[config.mk]
export PLATFORM = sky130hd
export DESIGN_NAME = fb_scanout
export DESIGN_NICKNAME = d
export VERILOG_FILES = /design/src/design/fb_pkg.sv /design/src/design/fb_scanout.sv
export SDC_FILE = /design/constraint.sdc
export NUM_CORES = 1
export LEC_CHECK = 0
export BUFFER_PORTS_ARGS = -buffer_cell sky130_fd_sc_hd__buf_2
export CAP_MARGIN = 10
export CORE_ASPECT_RATIO = 1.2
export CORE_MARGIN = 2
export CORE_UTILIZATION = 35
export DETAILED_ROUTE_END_ITERATION = 6
export PLACE_DENSITY = 0.73
export SLEW_MARGIN = 20
export SYNTH_ARGS = -nofsm -noshare
export SYNTH_HDL_FRONTEND = slang
export SYNTH_SLANG_ARGS = --single-unit
[constraint.sdc]
create_clock -name aclk -period 2.3 [get_ports aclk]
set_input_delay 0.23 -clock aclk [delete_from_list [all_inputs] [get_ports aclk]]
set_output_delay 0.23 -clock aclk [all_outputs]
set_load 0.02 [all_outputs]
[src/design/fb_pkg.sv]
/*
 * Shared definitions for the tile framebuffer.
 * One tile is 32 x 16 pixels, stored per lane as 16-bit words in raster order.
 * Stencil values are 4 bits wide and are stored zero-extended.
 */
package fb_pkg;

    localparam int TILE_X_BITS  = 5;
    localparam int TILE_Y_BITS  = 4;
    localparam int TILE_PIXELS  = 512;
    localparam int LANE_COUNT   = 3;
    localparam int PIXEL_BITS   = 16;
    localparam int STENCIL_BITS = 4;
    localparam int CMD_BITS     = 32;

    typedef logic [CMD_BITS-1:0]                  cmd_word_t;
    typedef logic [PIXEL_BITS-1:0]                pixel_t;
    typedef logic [TILE_X_BITS-1:0]               tile_x_t;
    typedef logic [TILE_Y_BITS-1:0]               tile_y_t;
    typedef logic [TILE_X_BITS+TILE_Y_BITS-1:0]   pixel_index_t;
    typedef logic [1:0]                           lane_sel_t;

    localparam lane_sel_t LANE_COLOR   = 2'd0;
    localparam lane_sel_t LANE_DEPTH   = 2'd1;
    localparam lane_sel_t LANE_STENCIL = 2'd2;

    // Opcode in bits 31..28 of the first command word
    typedef enum logic [3:0] {
        OP_CONFIG      = 4'd1,
        OP_CLEAR_VALUE = 4'd2,
        OP_SCISSOR     = 4'd3,
        OP_CLEAR       = 4'd4,
        OP_FRAGMENT    = 4'd5,
        OP_READBACK    = 4'd6
    } cmd_op_e;

    typedef struct packed {
        logic   enable;
        pixel_t mask;
        pixel_t clear_value;
    } lane_config_t;

    // Bounds are inclusive on both ends
    typedef struct packed {
        logic    enable;
        tile_x_t start_x;
        tile_y_t start_y;
        tile_x_t end_x;
        tile_y_t end_y;
    } scissor_t;

    typedef struct packed {
        logic    write;
        logic    clear;
        tile_x_t x;
        tile_y_t y;
        pixel_t  data;
    } lane_op_t;

endpackage

[src/design/fb_scanout.sv]
/*
 * Streams one lane's tile in raster order through a single output register.
 * fb_last marks pixel 511. A color readback runs the four-phase swap handshake
 * before the readback request is acknowledged.
 */
module fb_scanout (
    input  logic                                     aclk,
    input  logic                                     rst_n,
    input  logic                                     rb_req,
    input  fb_pkg::lane_sel_t                        rb_lane,
    output logic                                     rb_ack,
    output fb_pkg::pixel_index_t                     read_index,
    input  fb_pkg::pixel_t [fb_pkg::LANE_COUNT-1:0]  lane_data,
    output logic                                     fb_valid,
    input  logic                                     fb_ready,
    output logic                                     fb_last,
    output fb_pkg::pixel_t                           fb_data,
    output logic                                     swap_fb,
    input  logic                                     fb_swapped
);
    typedef enum logic [2:0] {IDLE, STREAM, SWAP_REQ, SWAP_RELEASE, ACK} state_e;

    state_e  state;
    logic    load_beat;

    // Output stage takes a pixel when empty or drained and never past the last one
    assign load_beat = (state == STREAM) && (!fb_valid || fb_ready) && !(fb_valid && fb_last);

    always_ff @(posedge aclk)
    begin
        if (load_beat)
            fb_data <= lane_data[rb_lane];
    end

    always_ff @(posedge aclk)
    begin
        if (!rst_n)
        begin
            state      <= IDLE;
            read_index <= '0;
            fb_valid   <= 1'b0;
            fb_last    <= 1'b0;
            swap_fb    <= 1'b0;
            rb_ack     <= 1'b0;
        end
        else
        begin
            case (state)
                IDLE:
                begin
                    if (rb_req && !rb_ack)
                    begin
                        read_index <= '0;
                        state      <= STREAM;
                    end
                end
                STREAM:
                begin
                    if (load_beat)
                    begin
                        fb_valid   <= 1'b1;
                        fb_last    <= read_index
                                      == fb_pkg::pixel_index_t'(fb_pkg::TILE_PIXELS - 1);
                        read_index <= read_index + 1'b1;
                    end
                    else if (fb_valid && fb_last && fb_ready)
                    begin
                        fb_valid <= 1'b0;
                        fb_last  <= 1'b0;
                        if (rb_lane == fb_pkg::LANE_COLOR)
                        begin
                            swap_fb <= 1'b1;
                            state   <= SWAP_REQ;
                        end
                        else
                        begin
                            rb_ack <= 1'b1;
                            state  <= ACK;
                        end
                    end
                end
                SWAP_REQ:
                begin
                    if (fb_swapped)
                    begin
                        swap_fb <= 1'b0;
                        state   <= SWAP_RELEASE;
                    end
                end
                SWAP_RELEASE:
                begin
                    if (!fb_swapped)
                    begin
                        rb_ack <= 1'b1;
                        state  <= ACK;
                    end
                end
                ACK:
                begin
                    if (!rb_req)
                    begin
                        rb_ack <= 1'b0;
                        state  <= IDLE;
                    end
                end
                default:
                    state <= IDLE;
            endcase
        end
    end

endmodule

* Yosys cells after proc, flatten, opt, wreduce, memory -nomap -nowiden *
Index checks and enable logic that the tools add are counted.

storage, ports and cells
  bits in registers = 32
  input port bits = 55
  output and inout port bits = 29
  logic and storage cells = 70

cells by class
  add/subtract/negate cells = 1
  order comparisons = 1
  equal/unequal tests = 14
  mux-type cells = 27
  reductions and logical operators = 20

operators by type and width
  operator             count
  $bmux 16 s2          1
  $mux 3               7
  $mux 9               2
  $pmux 9 s2           1
  $mux 16              1
  $pmux 3 s5           1
  $ne 2x2->1 const B   7
  $mux 1               12
  $reduce_and 6->1     2
  $add 9x1->9 const B  1
  $eq 9x9->1 const B   1
  $eq 3x2->1 const B   2
  $reduce_bool 2->1    3
  $logic_and 1x1->1    5
  $reduce_and 5->1     1
  $ne 2x1->1 const B   2
  $eq 3x1->1 const B   1
  $eq 3x3->1 const B   1
  $logic_not 1->1      3
  $logic_not 3->1      1
  $lt 2x3->1 const B   1
  $pmux 1 s3           1
  $reduce_and 3->1     1
  $reduce_bool 3->1    1
  other kinds (4)      4

* Depth between registers and ports, before layout *
  depth in word-level cells = 6
  gate-level depth with buffers = 7

* Worst setup path after synthesis *
OpenSTA, ideal clock, no wires.

  path kind = register to register
  from = reg state[2]
  to = reg rb_ack
  library setup time = 59 ps
  arrival = 1843 ps
  required time = 2241 ps
  path slack = 398 ps
  stages on the path, launching flop included = 8
  buffers on the path = 2
  path through = dfxtp_1 > buf_2 > or3b_1 > buf_2 > a21o_1 > clkinv_1 > nor4_1 > o221a_2

on the way
  cells in the longest elaborated chain, start to end = 5
  elaborated cells between the ends (all ways) = 13
  classes of those cells = eq/ne: 8; mux: 1; reduce/logical: 4

ends and longest elaborated chain
  item                             line              text
  start: declaration               fb_scanout.sv:23  state_e state;
  start signal: assignment         fb_scanout.sv:39  state <= IDLE;
  start signal: assignment         fb_scanout.sv:54  state <= STREAM;
  start signal: assignment         fb_scanout.sv:73  state <= SWAP_REQ;
  $eq 3x1->1                       fb_scanout.sv:27  assign load_beat = (state == STREAM) && (!fb_valid || fb_ready) && !(fb_valid && fb_last);
  $logic_and 1x1->1 (2 in series)  fb_scanout.sv:27
  via load_beat                    fb_scanout.sv:24  logic load_beat;
  $ne 2x2->1 (no line)             --
  $reduce_and 6->1 (no line)       --
  end signal: assignment           fb_scanout.sv:44  rb_ack <= 1'b0;
  end signal: assignment           fb_scanout.sv:77  rb_ack <= 1'b1;
  end signal: assignment           fb_scanout.sv:94  rb_ack <= 1'b1;
  end: declaration                 fb_scanout.sv:11  output logic rb_ack,

The timed path passes the listed nets, and every way through them passes these cells.
A chain may end at the register's enable or synchronous reset.

* Worst setup path in the final report *
  from = reg state[0]
  to = reg read_index[5]

on the way
  cells in the longest elaborated chain, start to end = 5
  elaborated cells between the ends (all ways) = 9
  classes of those cells = eq/ne: 3; mux: 1; reduce/logical: 5

ends and longest elaborated chain
  item                             line                                text
  $eq 3x1->1                       fb_scanout.sv:27, fb_scanout.sv:48
  $logic_and 1x1->1 (2 in series)  fb_scanout.sv:27
  $ne 2x2->1 (no line)             --
  $reduce_and 3->1 (no line)       --
  end signal: assignment           fb_scanout.sv:64                    read_index <= read_index + 1'b1;
  end: declaration                 fb_scanout.sv:12                    output fb_pkg::pixel_index_t read_index,

Parallel ways exist; a longest one is shown, timed or not.

==> results.env <==
CLOCK-SKEW-FINAL_NS=0.003865
ROUTED_WL_PER_CELL_UM=12.60
CHIPWIDTH_UM=67.04
CTS-ROOT-TO-SINK-BUFFERS=2
INITIAL_CORE_UTIL=0.3633
USE_MET2=0.2941
SETUP_TOTAL_NEGATIVE_SLACK_NS=0
FINAL_ANTENNA_NET_COUNT=0
MIN_PERIOD_OVER_PERIOD=0.8347
GRT_PASS1_WL_UM=6472
CRIT_ARRIVAL_NS=2.13
BUFFER_PORTS.INSERTED=83
FLOORPLAN.ROWS=27
DETAIL_ROUTE.WIRELENGTH_UM=4033
WORST-SLEW-PIN-TRANSITION_NS=0.6327
MET1_USAGE=0.1695
DR_TOTAL_VIAS=1595
FRACTION_OF_LAYOUT_INSTANCES_USING_A_DRIVE_STRENGTH_ABOVE_1=0.3702
PWR_DENSITY_CELL_nW_PER_UM2=634.6
SYNTH_AREA_UM2=1669
PLACE_CONGESTION=0.8677
DIE_AREA_UM2=5340
HOLD_PATH.CLASS='input pin to flip-flop'
FINAL_NET_COUNT=318
DRT_FIRST_ITER_VIOLATIONS=34
CTS.CLK_SLEW.WORST_PATHS_NS=0.07
AVG_CELL_AREA_SYN_UM2=9.377
HOLDWS_NS=0.2251
GR-TOTAL-OVERFLOW=0
REG2REG_FROM='state[0]'
CTS.REPAIR.RESIZED=0
SYNTHESIS.NETS=235
POST-CTS-SETUP-BUFFER-COUNT=0
CLOCK_TREE.HTREE_LEVEL_COUNT=2
YOSYS_MOST_USED_DFF='edfxtp_1'
FINAL_CORE_UTIL=0.4880
YS_TYPES=39
SYNTH_EDF_COUNT=16
NUMBER_OF_ANTENNA_VIOLATIONS_AT_THE_FIRST_CHECK_IN_GLOBAL_ROUTING=0
DESIGN.CORE.AREA_UM2=4594
RSZ0062_AT_GRT='false'
SYNTH_SEQUENTIAL_AREA_RATIO=0.4798
TIMING.FINAL.CRIT_PERIOD_NS=1.920
FINALHOLDVIOLCOUNT=0
TOTAL_LEAKAGE_POWER_nW=0.9807
CTS.HOLD.BUFFERS_ADDED=0
DETAILEDPLACEMENTHPWL_UM=3100
TOTAL_NUMBER_OF_YOSYS_WARNINGS=0
GRTUSAGEMET3=0.04513
VIAS_PER_CELL=4.984
FINAL-SETUP-VIOL-COUNT=0
SYNTH-SEQ-CELLS=32
GROUTE.USAGE.OVERALL=0.1589
CLOCK_LATENCY_NS=0.28
VERTICAL_DIE_DIMENSION_UM=79.65
WORST_SETUP_PATH_ENDPOINT='read_index[5]'
WORST_SETUP_SP_TYPE='flip-flop'
CTS_TREE='built'
REG2REG_TO='read_index[5]'
MAXCAP_VIOL_COUNT=0
IOS=84
SYNTHARSTFLOPSHARE=0
ANTENNA-DIODE-COUNT=0
FLOW.AREA_GROWTH_FROM_SYNTHESIS_PCT=34.33
ENDPOINT_KIND='flip-flop'
CRITPATHKIND='flip-flop to flip-flop'
TIMING_MAX_TRANSITION_VIOLATIONS_FINAL=0
GRT_START_MAX_NET_PINS=20
CLOCK_SINKS=32
CTS-ROOT-BUF='clkbuf_8'
ROUTE.DETAILED.DRC=0
CP_DATA_REQUIRED_TIME_NS=2.51
RUN_STATUS='finished, final reports clean'
FIRST_GLOBAL_VIAS=1526
STARTPOINT='state[0]'
MAX_CLOCK_FREQ_MHz=520.9
VDD_IR_DROP_MAX_uV=333.6
RELSLEWSLACK=0.5763
DRT-PASS1-ITER-COUNT=4
WORST_R2R_PATH_DEPTH=5
GRT_MOST_USED_LAYER='met2'
REGTOREGSETUPSLACK_NS=0.38
FILLER_CELL_COUNT=440
CP_MAX_FO=9
POSTSYNTHCELLCOUNT=178
TRITONCTS_BUFFERS=5
[cell families after synthesis]
logic type	Yosys count	share of synthesized area
AND/OR/NAND/NOR	67	0.2024
AO/OA/AOI/OAI	43	0.1544
flip-flops	32	0.4798
buffers and inverters	16	0.04197
multiplexers	16	0.09595
XOR/XNOR	2	0.01050
adder cells (fa/ha/maj)	2	0.01499
[worst max-delay path, stage by stage, from the launching register on]
cell and delay, ns:
dfxtp_1 0.44, or3b_1 0.49, a21o_1 0.25, buf_4 0.17, or3_1 0.34, a31oi_1 0.16
[layout make-up]
| type | count | area, µm² | area share |
|---|---|---|---|
| repair buffers | 86 | 437.9 | 0.1953 |
| well taps | 58 | 72.57 | 0.03237 |
| clock inverters | 2 | 35.03 | 0.01563 |
| clock buffers | 6 | 72.57 | 0.03237 |
| flip-flops and latches | 32 | 800.8 | 0.3571 |
| inverters | 6 | 22.52 | 0.01004 |
| multi-input cells | 130 | 800.8 | 0.3571 |
[flip-flops by register name, summed over array words and instances, names as in the netlist]
| name | flops |
|---|---|
| fb_data | 16 |
| fb_valid | 1 |
| fb_last | 1 |
| rb_ack | 1 |
| swap_fb | 1 |
| state | 3 |
| read_index | 9 |
[through the flow]
step           setup WS [ns]  total power, mW  instances  cell area [µm²]
6_report              0.3801            1.423        320             2242
5_1_grt               0.2393            1.502        320             2242
3_3_place_gp          0.4270           0.9142        312             2132
4_1_cts               0.3688            1.443        320             2240
3_5_place_dp          0.3953           0.9188        312             2132
2_1_floorplan         0.3982           0.8173        178             1669
[how the worst min path moves through the flow]
stage	startpoint	to	slack, ns	depth (start not counted)
global route	lane_data[41]	fb_data[9]	0.24	3
finish	lane_data[41]	fb_data[9]	0.23	3
detailed placement	read_index[8]	read_index[8]	0.48	2
CTS	lane_data[41]	fb_data[9]	0.22	3
floorplan	rst_n	rb_ack	0.38	1
global placement	swap_fb	swap_fb	0.48	2
[power breakdown]
part	internal [mW]	switching [mW]	total, mW
Clock	0.321	0.198	0.519
Sequential	0.641	0.0178	0.659
Combinational	0.101	0.144	0.245
[synthesized netlist by cell type (all sizes together) (3+ instances only)]
cell	number	area, µm²
nand2b	6	37.54
o21ai	20	100.1
buf	4	25.02
edfxtp	16	480.5
nor3	3	15.01
nor2b	4	25.02
nor2	5	18.77
dfxtp	16	320.3
inv	4	15.01
a21oi	10	50.05
mux2i	16	160.2
nand2	27	101.4
nand3	9	45.04
clkbuf	6	22.52
[layer usage]
layer / part of all wire / up-vias
met5: 0 / -
met4: 0.014 / 0
met3: 0.090 / 7
met2: 0.50 / 65
met1: 0.40 / 712
li1: - / 811
[cell usage in the layout, fill, tap and decap left out, drive strengths merged, types with 2 or more instances in the layout]
master  count
xnor2       2
inv         4
a21oi      10
nor3b       2
nor2        5
dfxtp      16
o21a        2
clkinv      3
ha          2
o21ai      20
or3         2
a31oi       2
edfxtp     16
mux2i      16
nor2b       4
nand2b      6
nor4        2
nor3        3
buf        86
a311oi      2
nand2      27
nand3       9
clkbuf      6
Note: power is estimated with default switching activity, not from simulation.
