[config.mk]
export PLATFORM = sky130hd
export DESIGN_NAME = fb_cmd_decoder
export DESIGN_NICKNAME = d
export VERILOG_FILES = /design/src/design/fb_pkg.sv /design/src/design/fb_cmd_decoder.sv
export SDC_FILE = /design/constraint.sdc
export NUM_CORES = 1
export LEC_CHECK = 0
export ABC_AREA = 1
export BUFFER_PORTS_ARGS = -buffer_cell sky130_fd_sc_hd__buf_4
export CORE_MARGIN = 2
export CORE_UTILIZATION = 54
export DETAILED_ROUTE_END_ITERATION = 16
export PLACE_DENSITY = 0.92
export SLEW_MARGIN = 20
export SYNTH_ARGS = -nofsm -noshare
export SYNTH_HDL_FRONTEND = slang
export SYNTH_SLANG_ARGS = --single-unit
[constraint.sdc]
create_clock -name aclk -period 6 [get_ports aclk]
set_input_delay 1.8 -clock aclk [delete_from_list [all_inputs] [get_ports aclk]]
set_output_delay 1.8 -clock aclk [all_outputs]
set_load 0.01 [all_outputs]
[src/design/fb_pkg.sv]
/*
 * Shared definitions for the tile framebuffer.
 * One tile is 32 x 16 pixels, stored per lane as 16-bit words in raster order.
 * Stencil values are 4 bits wide and are stored zero-extended.
 */
package fb_pkg;

    localparam int TILE_X_BITS  = 5;
    localparam int TILE_Y_BITS  = 4;
    localparam int TILE_PIXELS  = 512;
    localparam int LANE_COUNT   = 3;
    localparam int PIXEL_BITS   = 16;
    localparam int STENCIL_BITS = 4;
    localparam int CMD_BITS     = 32;

    typedef logic [CMD_BITS-1:0]                  cmd_word_t;
    typedef logic [PIXEL_BITS-1:0]                pixel_t;
    typedef logic [TILE_X_BITS-1:0]               tile_x_t;
    typedef logic [TILE_Y_BITS-1:0]               tile_y_t;
    typedef logic [TILE_X_BITS+TILE_Y_BITS-1:0]   pixel_index_t;
    typedef logic [1:0]                           lane_sel_t;

    localparam lane_sel_t LANE_COLOR   = 2'd0;
    localparam lane_sel_t LANE_DEPTH   = 2'd1;
    localparam lane_sel_t LANE_STENCIL = 2'd2;

    // Opcode in bits 31..28 of the first command word
    typedef enum logic [3:0] {
        OP_CONFIG      = 4'd1,
        OP_CLEAR_VALUE = 4'd2,
        OP_SCISSOR     = 4'd3,
        OP_CLEAR       = 4'd4,
        OP_FRAGMENT    = 4'd5,
        OP_READBACK    = 4'd6
    } cmd_op_e;

    typedef struct packed {
        logic   enable;
        pixel_t mask;
        pixel_t clear_value;
    } lane_config_t;

    // Bounds are inclusive on both ends
    typedef struct packed {
        logic    enable;
        tile_x_t start_x;
        tile_y_t start_y;
        tile_x_t end_x;
        tile_y_t end_y;
    } scissor_t;

    typedef struct packed {
        logic    write;
        logic    clear;
        tile_x_t x;
        tile_y_t y;
        pixel_t  data;
    } lane_op_t;

endpackage

[src/design/fb_cmd_decoder.sv]
/*
 * Command stream decoder. A fragment takes two words, all other commands one.
 * Clear and readback stall the stream until the lanes are idle or the readback
 * handshake is done. Commands for lane 3 and unknown opcodes are dropped.
 */
module fb_cmd_decoder (
    input  logic                                           aclk,
    input  logic                                           rst_n,
    input  logic                                           cmd_valid,
    output logic                                           cmd_ready,
    input  fb_pkg::cmd_word_t                              cmd_data,
    output fb_pkg::lane_config_t [fb_pkg::LANE_COUNT-1:0]  lane_config,
    output fb_pkg::scissor_t                               scissor,
    output fb_pkg::lane_op_t [fb_pkg::LANE_COUNT-1:0]      lane_op,
    input  logic [fb_pkg::LANE_COUNT-1:0]                  lane_busy,
    output logic                                           rb_req,
    output fb_pkg::lane_sel_t                              rb_lane,
    input  logic                                           rb_ack
);
    typedef enum logic [1:0] {IDLE, FRAG_DATA, WAIT_CLEAR, WAIT_READBACK} state_e;

    state_e                           state;
    logic                             accept;
    logic                             lane_ok;
    fb_pkg::cmd_op_e                  opcode;
    fb_pkg::lane_sel_t                cmd_lane;
    logic                             op_write;
    logic [fb_pkg::LANE_COUNT-1:0]    op_clear;
    fb_pkg::tile_x_t                  frag_x;
    fb_pkg::tile_y_t                  frag_y;
    logic [fb_pkg::STENCIL_BITS-1:0]  frag_stencil;
    fb_pkg::pixel_t                   frag_color;
    fb_pkg::pixel_t                   frag_depth;

    assign accept   = cmd_valid && cmd_ready;
    assign opcode   = fb_pkg::cmd_op_e'(cmd_data[31:28]);
    assign cmd_lane = cmd_data[27:26];
    assign lane_ok  = cmd_lane < fb_pkg::lane_sel_t'(fb_pkg::LANE_COUNT);

    always_ff @(posedge aclk)
    begin
        if (!rst_n)
        begin
            state       <= IDLE;
            cmd_ready   <= 1'b0;
            lane_config <= '0;
            scissor     <= '0;
            op_write    <= 1'b0;
            op_clear    <= '0;
            rb_req      <= 1'b0;
            rb_lane     <= '0;
        end
        else
        begin
            op_write <= 1'b0;
            op_clear <= '0;
            case (state)
                IDLE:
                begin
                    cmd_ready <= 1'b1;
                    if (accept)
                    begin
                        case (opcode)
                            fb_pkg::OP_CONFIG:
                            begin
                                if (lane_ok)
                                begin
                                    lane_config[cmd_lane].enable <= cmd_data[24];
                                    lane_config[cmd_lane].mask   <= cmd_data[15:0];
                                end
                            end
                            fb_pkg::OP_CLEAR_VALUE:
                            begin
                                if (lane_ok)
                                    lane_config[cmd_lane].clear_value <= cmd_data[15:0];
                            end
                            fb_pkg::OP_SCISSOR:
                                scissor <= {cmd_data[24], cmd_data[4:0], cmd_data[8:5],
                                            cmd_data[13:9], cmd_data[17:14]};
                            fb_pkg::OP_CLEAR:
                            begin
                                op_clear  <= cmd_data[fb_pkg::LANE_COUNT-1:0];
                                cmd_ready <= 1'b0;
                                state     <= WAIT_CLEAR;
                            end
                            fb_pkg::OP_FRAGMENT:
                                state <= FRAG_DATA;
                            fb_pkg::OP_READBACK:
                            begin
                                if (lane_ok)
                                begin
                                    rb_lane   <= cmd_lane;
                                    rb_req    <= 1'b1;
                                    cmd_ready <= 1'b0;
                                    state     <= WAIT_READBACK;
                                end
                            end
                            default:
                                state <= IDLE;
                        endcase
                    end
                end
                FRAG_DATA:
                begin
                    if (accept)
                    begin
                        op_write <= 1'b1;
                        state    <= IDLE;
                    end
                end
                WAIT_CLEAR:
                begin
                    // Strobes still in flight count as busy until the lanes report it
                    if (op_clear == '0 && lane_busy == '0)
                    begin
                        cmd_ready <= 1'b1;
                        state     <= IDLE;
                    end
                end
                WAIT_READBACK:
                begin
                    if (rb_req && rb_ack)
                        rb_req <= 1'b0;
                    else if (!rb_req && !rb_ack)
                    begin
                        cmd_ready <= 1'b1;
                        state     <= IDLE;
                    end
                end
                default:
                    state <= IDLE;
            endcase
        end
    end

    always_ff @(posedge aclk)
    begin
        if (accept && state == IDLE && opcode == fb_pkg::OP_FRAGMENT)
        begin
            frag_x       <= cmd_data[4:0];
            frag_y       <= cmd_data[8:5];
            frag_stencil <= cmd_data[19:16];
        end
        if (accept && state == FRAG_DATA)
        begin
            frag_color <= cmd_data[31:16];
            frag_depth <= cmd_data[15:0];
        end
    end

    always_comb
    begin
        for (int i = 0; i < fb_pkg::LANE_COUNT; i++)
        begin
            lane_op[i].write = op_write;
            lane_op[i].clear = op_clear[i];
            lane_op[i].x     = frag_x;
            lane_op[i].y     = frag_y;
            if (i == fb_pkg::LANE_COLOR)
                lane_op[i].data = frag_color;
            else if (i == fb_pkg::LANE_DEPTH)
                lane_op[i].data = frag_depth;
            else if (i == fb_pkg::LANE_STENCIL)
                lane_op[i].data = fb_pkg::pixel_t'(frag_stencil);
            else
                lane_op[i].data = '0;
        end
    end

endmodule

* Yosys cells after proc, flatten, opt, wreduce, memory -nomap -nowiden
Index checks and enable logic that the tools add are counted.
Cells by class: $lt $le $gt $ge 3, eq/ne operators 21, muxes and demuxes 33, reduce and logical (&&, ||, !) cells 25
Operators by type and width (count):
- $bwmux 99 | 3
- $demux 33 s2 | 3
- $mux 99 | 2
- $pmux 99 s2 | 1
- $mux 33 | 1
- $mux 32 | 1
- $ne 2x2->1 const B | 10
- $mux 16 | 1
- $pmux 2 s4 | 2
- $eq 4x3->1 const B | 3
- $mux 2 | 6
- $reduce_and 4->1 | 3
- $mux 1 | 10
- $reduce_and 5->1 | 2
- $eq 4x2->1 const B | 2
- $logic_and 1x1->1 | 8
- $reduce_and 7->1 | 1
- $logic_not 3->1 | 2
- $eq 2x2->1 const B | 2
- $eq 4x1->1 const B | 1
- $pmux 1 s2 | 2
- $reduce_bool 2->1 | 2
- $lt 2x3->1 const B | 1
- $ne 3x3->1 const B | 1
- other kinds (11) | 12
Storage, ports and cells: flip-flop bits (word level) 173, output and inout bits 203, logic and storage cells 107

* Depth between registers and ports, before layout
Gate-level depths: netlist of run 1.
word-level depth 8, mapped depth 10, mapped depth without buffers 9

* Worst setup path before layout of run 1
OpenSTA, ideal clock, no wires.
kind input -> register, start point in cmd_valid, end point reg frag_color[0] (enable), library setup time 0.421 ns, arrival time 3.528 ns, required time 5.579 ns, slack 2.051 ns, cell stages on the path 4, path buffers 0, cells stage by stage nand2_1 -> nor2_1 -> inv_1 -> nor2_1
On the way: cells in the longest elaborated chain, start to end 2
RTL lines:
- start: declaration | line fb_cmd_decoder.sv:9 | input logic cmd_valid,
- $logic_and 1x1->1 | line fb_cmd_decoder.sv:35 | assign accept = cmd_valid && cmd_ready;
- $logic_and 1x1->1 | line fb_cmd_decoder.sv:144 | if (accept && state == FRAG_DATA)
- end signal: assignment | line fb_cmd_decoder.sv:146 | frag_color <= cmd_data[31:16];
- end: declaration | line fb_cmd_decoder.sv:32 | fb_pkg::pixel_t frag_color;
Every way passes these cells. A chain may end at the register's enable or synchronous reset.

* Worst setup path in the final report of run 1
start point in cmd_data[28], end point reg lane_config[41] (netlist bit)
On the way: cells in the longest elaborated chain, start to end 3, elaborated cells on any way between the ends 7, those cells by class 4 x eq/ne; 1 x mux; 2 x reduce/logical
RTL lines:
- start: declaration | line fb_cmd_decoder.sv:11 | input fb_pkg::cmd_word_t cmd_data,
- $eq 4x1->1 or $eq 4x2->1 (tied branches) | line fb_cmd_decoder.sv:63 | case (opcode)
- $ne 2x2->1 (no line) or $reduce_bool 2->1 (tied branches)
- $reduce_and 5->1 (no line)
- end: declaration | line fb_cmd_decoder.sv:12 | output fb_pkg::lane_config_t [fb_pkg::LANE_COUNT-1:0] lane_config,
Parallel ways exist; a longest one is shown, timed or not.

==> results of run 1 <==
## state kept, by name (all words and copies together), names as in the netlist
| name | count |
|---|---|
| frag_depth | 16 |
| rb_lane | 2 |
| cmd_ready | 1 |
| op_write | 1 |
| frag_y | 4 |
| lane_config | 99 |
| frag_x | 5 |
| scissor | 19 |
| op_clear | 3 |
| state | 2 |
| rb_req | 1 |
| frag_stencil | 4 |
| frag_color | 16 |
## critical path: cells and delay by family
kind,cells,cell delay [ns]
buffers and inverters,2,0.21
and+or+nand+nor,7,1.90
## report_power, final
group          internal, W  switching (W)
Combinational    0.0000463       0.000108
Sequential         0.00121     0.00000511
Clock             0.000689       0.000423
Total              0.00194       0.000537
## through the flow
| step | area [um2] | power, W | utilization [%] |
|---|---|---|---|
| 2_1_floorplan | 7110 | 0.00132 | - |
| 3_3_place_gp | 8600 | 0.00138 | 67.8 |
| 3_5_place_dp | 8600 | 0.00139 | 67.8 |
| 4_1_cts | 9200 | 0.00248 | 72.6 |
| 5_1_grt | 9210 | 0.00255 | 72.7 |
| 6_report | 9210 | 0.00248 | 72.7 |
## worst paths after layout
kind                   startpoint         endpoint  slack (ns)  cells past startpoint
hold reg to reg   lane_config[89]  lane_config[89]        0.46                      2
setup / recovery     cmd_data[28]  lane_config[41]        2.38                      9
hold / removal    lane_config[89]  lane_config[89]        0.46                      2
setup reg to reg        cmd_ready  lane_config[81]        3.65                      7
## cell families (layout without fill, tap and decap cells)
logic type      Yosys count  in the layout  share of synthesized area, %
buf+inv                 113            296                          8.52
simple gates            471            471                          28.4
compound gates          108            108                          7.65
other cells               1             12                        0.0531
flops                   173            173                          55.4
## placed cells by master, fill, tap and decap left out
cell / netlist / layout
buf_4: 42 / 231
nand2_1: 212 / 212
nor2_1: 156 / 155
dfxtp_1: 128 / 128
a21oi_1: 86 / 86
nand3_1: 70 / 70
edfxtp_1: 45 / 45
inv_1: 28 / 27
o21ai_0: 22 / 22
clkbuf_16: 0 / 19
nor2_4: 9 / 12
conb_1: 1 / 12
nor3_1: 6 / 6
clkbuf_1: 21 / 5
inv_2: 4 / 4
nand3_2: 4 / 4
nor2_2: 5 / 3
nand2_2: 3 / 3
clkinv_2: 0 / 3
nand4_1: 3 / 3
clkbuf_8: 0 / 2
bufinv_16: 0 / 2
nor4_2: 0 / 1
nor2_8: 1 / 1
and2_1: 1 / 1
clkinv_1: 1 / 1
inv_4: 0 / 1
clkbuf_4: 0 / 1
## metal layers
metal  track usage [%]  up-vias  part of all wire [%]
li1                  -     3113                     -
met2              50.0      331                    49
met3              6.13       50                   8.8
met4              11.3        0                   2.8
met1              34.3     3007                    39
met5                 0        -                     0
## layout make-up
| class | instances | area [um2] | share of cell area (%) |
|---|---|---|---|
| clock inverters | 5 | 76.3 | 0.829 |
| flip-flops and latches | 173 | 3910 | 42.5 |
| clock buffers | 27 | 529 | 5.75 |
| repair buffers | 231 | 1730 | 18.8 |
| multi-input cells | 591 | 2610 | 28.4 |
| well taps | 172 | 215 | 2.34 |
| inverters | 33 | 125 | 1.36 |
==> impl_metrics.json, run 1 <==
{
  "yosysTopAreaCell": "dfxtp_1",
  "drive_gt1_share_pct": 27.1,
  "die_h_um": 118,
  "crit_path_top_delay_cell": "nor2_4",
  "io_buffers": 229,
  "detail_route.first_pass.iterations": 5,
  "fin_crit_ns": 3.62,
  "stdcell_count": 1232,
  "cts_max_level": 4,
  "viasPerCell": 5.28,
  "ant_nets": 0,
  "seq_area_frac_synth_pct": 55.4,
  "drc": 0,
  "grt_pass1_wl_mm": 31.2,
  "clock.fmax_mhz": 276,
  "synth_top_area_share_pct": 36.3,
  "clock_sinks": 173,
  "cellPowerDensity_nw_per_um2": 269,
  "cp.arrival_ns": 3.93,
  "netlist_instances": 866,
  "ys_ff_latch": 173,
  "critPathLaunchType": "primary input",
  "timing.critical_path.slowest_cell_delay_ns": 0.73,
  "routed-via-count": 6501,
  "post-place-ws_ns": 2.00,
  "ctsHoldBuffers": 0,
  "yosysMostFrequentCell": "nand2_1",
  "cts-root-buf": "clkbuf_16",
  "async_reset_ff_share_pct": 0,
  "ios": 242,
  "ir_drop_v": 0.000166,
  "crit_type": "primary input to flip-flop",
  "fin_crit_sh_pct": 60.3,
  "cap_viol_max_count": 0,
  "antenna_found_initial": 0,
  "clk_pin_slew_ns": 0.06,
  "slew_viol_final": 0,
  "cp.required_ns": 6.32,
  "finalWorstSetupSlack_ns": 2.38,
  "grt_pass1_vias": 5857,
  "area_growth_pct": 30.3,
  "cts_buffers": 17,
  "place.gp.congestion": 0.871,
  "clock_latency_ns": 0.42,
  "tns_ns": 0,
  "wl_mm": 20.6,
  "rsz0062_at_grt": "false",
  "finalHoldViolations": 0,
  "grt_max_degree": 68,
  "synth_cell_types": 24,
  "dp.cells": 1200,
  "skew_ns": 0.00457,
  "worst_pin_slew_ns": 0.946,
  "synth_area_leaders": "dfxtp_1 36%, edfxtp_1 19%, nand2_1 11%",
  "syn_area_um2": 7060,
  "yosys_warnings": 0,
  "clockBufferDepth": 2,
  "hpwl_mm": 14.2,
  "fp.dieW_um": 118,
  "grt_usage_pct": 28.6,
  "hold_class": "flip-flop to flip-flop",
  "outcome": "complete, no violations",
  "initial_core_util_pct": 55.8,
  "finalSetupViolCount": 0,
  "core-area_um2": 12700,
  "synthTopCellsByCount": "212 x nand2_1, 156 x nor2_1, 128 x dfxtp_1",
  "crit_top_cell": "nand2_1",
  "relSlewSlack_pct": 36.8,
  "crit_path_end_kind": "flip-flop",
  "post_cts_resized": 0,
  "wl_per_cell_um": 16.7,
  "first_iter_violations": 637,
  "antennaDiodeCount": 0,
  "syn_area_per_cell_um2": 8.16,
  "fin_nets": 1086,
  "cts_setup_buffers": 0,
  "grt_overflow": 0,
  "crit_fanout": 37,
  "die_area_um2": 14000,
  "leakagePower_nw": 3.87,
  "synth_edf_count": 45,
  "nFillCells": 938,
  "cts_tree": "yes",
  "rows": 41,
  "synth-main-ff-cell": "dfxtp_1",
  "crit_chain": "buf_4 -> inv_2 -> nand2_1 -> nor2_4 -> nand2_1 -> nor2_4 -> nand2_1 -> nand2_1 -> nor2_1",
  "whs_ns": 0.460
}
No activity file was read; power rests on OpenSTA's default activity.
==> inputs of run 2 (changes only) <==
--- a/config.mk
+++ b/config.mk
@@ -8,9 +8,9 @@
 export ABC_AREA = 1
 export BUFFER_PORTS_ARGS = -buffer_cell sky130_fd_sc_hd__buf_4
 export CORE_MARGIN = 2
-export CORE_UTILIZATION = 54
+export CORE_UTILIZATION = 45
 export DETAILED_ROUTE_END_ITERATION = 16
-export PLACE_DENSITY = 0.92
+export PLACE_DENSITY = 0.83
 export SLEW_MARGIN = 20
 export SYNTH_ARGS = -nofsm -noshare
 export SYNTH_HDL_FRONTEND = slang
==> constraint.sdc (replaced) <==
create_clock -name aclk -period 2.9 [get_ports aclk]
set_input_delay 0.87 -clock aclk [delete_from_list [all_inputs] [get_ports aclk]]
set_output_delay 0.87 -clock aclk [all_outputs]
set_load 0.01 [all_outputs]
==> impl_metrics.json, run 2 (synthesized netlist as in run 1, its figures left out) <==
{
  "largest-register": "lane_config",
  "routed-via-count": 6468,
  "crit_top_cell": "nand2_1",
  "viasPerCell": 5.04,
  "relSlewSlack_pct": 64.5,
  "post_cts_resized": 0,
  "finalSetupViolCount": 0,
  "cts_tree": "yes",
  "tns_ns": 0,
  "first_iter_violations": 516,
  "leakagePower_nw": 3.97,
  "crit_type": "primary input to flip-flop",
  "grt_pass1_wl_mm": 30.5,
  "cts_setup_buffers": 0,
  "clock.fmax_mhz": 476,
  "holdPathStages": 2,
  "hold_class": "flip-flop to flip-flop",
  "largest_reg_flops": 99,
  "cp.arrival_ns": 2.40,
  "area_growth_pct": 33.3,
  "wl_mm": 20.7,
  "slew_viol_final": 0,
  "mostFrequentLayoutCell": "buf_4",
  "fin_nets": 1098,
  "cts_buffers": 17,
  "core-area_um2": 15300,
  "swShare_pct": 22.0,
  "initial_core_util_pct": 46.3,
  "drive_gt1_share_pct": 28.3,
  "detail_route.first_pass.iterations": 5,
  "ant_nets": 0,
  "grt_max_degree": 67,
  "antennaDiodeCount": 0,
  "cap_viol_max_count": 0,
  "fin_crit_sh_pct": 72.5,
  "clockBufferDepth": 2,
  "path_buf_inv": 2,
  "critPathLaunchType": "primary input",
  "rr_worst_depth": 7,
  "ios": 242,
  "finalPower_w": 0.00525,
  "ctsHoldBuffers": 0,
  "fp.dieW_um": 129,
  "crit_path_top_delay_cell": "nor2_4",
  "crit_fanout": 18,
  "io_buffers": 229,
  "clk_pin_slew_ns": 0.06,
  "cp.required_ns": 3.20,
  "crit_chain": "buf_4 -> inv_2 -> nand2_1 -> nor2_4 -> nand3_2 -> nand2_1 -> a21oi_1",
  "grt_usage_pct": 24.1,
  "fin_crit_ns": 2.10,
  "rows": 45,
  "rsz0062_at_grt": "false",
  "timing.critical_path.slowest_cell_delay_ns": 0.44,
  "grt_overflow": 0,
  "worst_pin_slew_ns": 0.530,
  "internal-power_w": 0.00410,
  "power_frac_seq_pct": 47.7,
  "clock_sinks": 173,
  "clkPwrFrac_pct": 46.0,
  "place.gp.congestion": 0.895,
  "reg_top3": "lane_config (99), scissor (19)",
  "final_cell_mix": "240 x buf_4, 212 x nand2_1, 155 x nor2_1",
  "crit_path_end_kind": "flip-flop",
  "outcome": "complete, no violations",
  "power.switching_w": 0.00116,
  "die_h_um": 129,
  "grt_pass1_vias": 5764,
  "ir_drop_v": 0.000386,
  "path_depth": 7,
  "die_area_um2": 16700,
  "finalHoldViolations": 0,
  "wl_per_cell_um": 16.1,
  "hpwl_mm": 14.3,
  "antenna_found_initial": 0,
  "skew_ns": 0.00496,
  "clock_latency_ns": 0.41,
  "combPwrFrac_pct": 6.3,
  "post_dp_cell_area_um2": 8780,
  "cellPowerDensity_nw_per_um2": 558,
  "drc": 0,
  "cts_max_level": 4,
  "cts-root-buf": "clkbuf_16",
  "cp_top_family": "simple AND/OR/NAND/NOR gates",
  "fin_area_um2": 9420
}
[run 2: routing by layer]
layer / track usage [%] / routed length, um
met5: 0 / 0
met1: 29.7 / 8340
met4: 12.1 / 701
met3: 5.28 / 1700
met2: 40.1 / 9980
[run 2: cell type report]
type	count	area, um2
multi-input cells	591	2620
flip-flops and latches	173	3910
clock buffers	23	509
clock inverters	9	129
inverters	33	124
repair buffers	243	1860
fillers	1289	5840
well taps	211	264
[run 2: worst paths after layout]
check                  startpoint              end  slack [ns]
setup / recovery     cmd_data[26]  lane_config[84]        0.80
hold reg to reg   lane_config[90]  lane_config[90]        0.46
setup reg to reg        cmd_ready  lane_config[97]        1.14
hold / removal    lane_config[90]  lane_config[90]        0.46
[run 2: power groups by stage]
stage                     clock (W)  sequential (W)  combinational [W]
after floorplan                   0         0.00256           0.000178
after global placement            0         0.00256           0.000326
after detailed placement          0         0.00256           0.000330
after CTS                   0.00245         0.00250           0.000332
after global routing        0.00254         0.00250           0.000361
final                       0.00242         0.00250           0.000333
[run 2: worst min-delay path, delay by kind of cell, from the launching register on]
family          cells  cell delay (ns)
flops               1             0.31
compound gates      1             0.05
simple gates        1             0.06
[run 2: per-stage QoR]
step / util [%] / hold slack [ns] / cells / setup WS (ns)
2_1_floorplan: - / 0.484 / 877 / 0.415
3_3_place_gp: 57.5 / 0.450 / 1251 / 0.435
3_5_place_dp: 57.5 / 0.454 / 1251 / 0.400
4_1_cts: 61.7 / 0.463 / 1283 / 0.817
5_1_grt: 61.7 / 0.479 / 1283 / 0.665
6_report: 61.7 / 0.462 / 1283 / 0.798
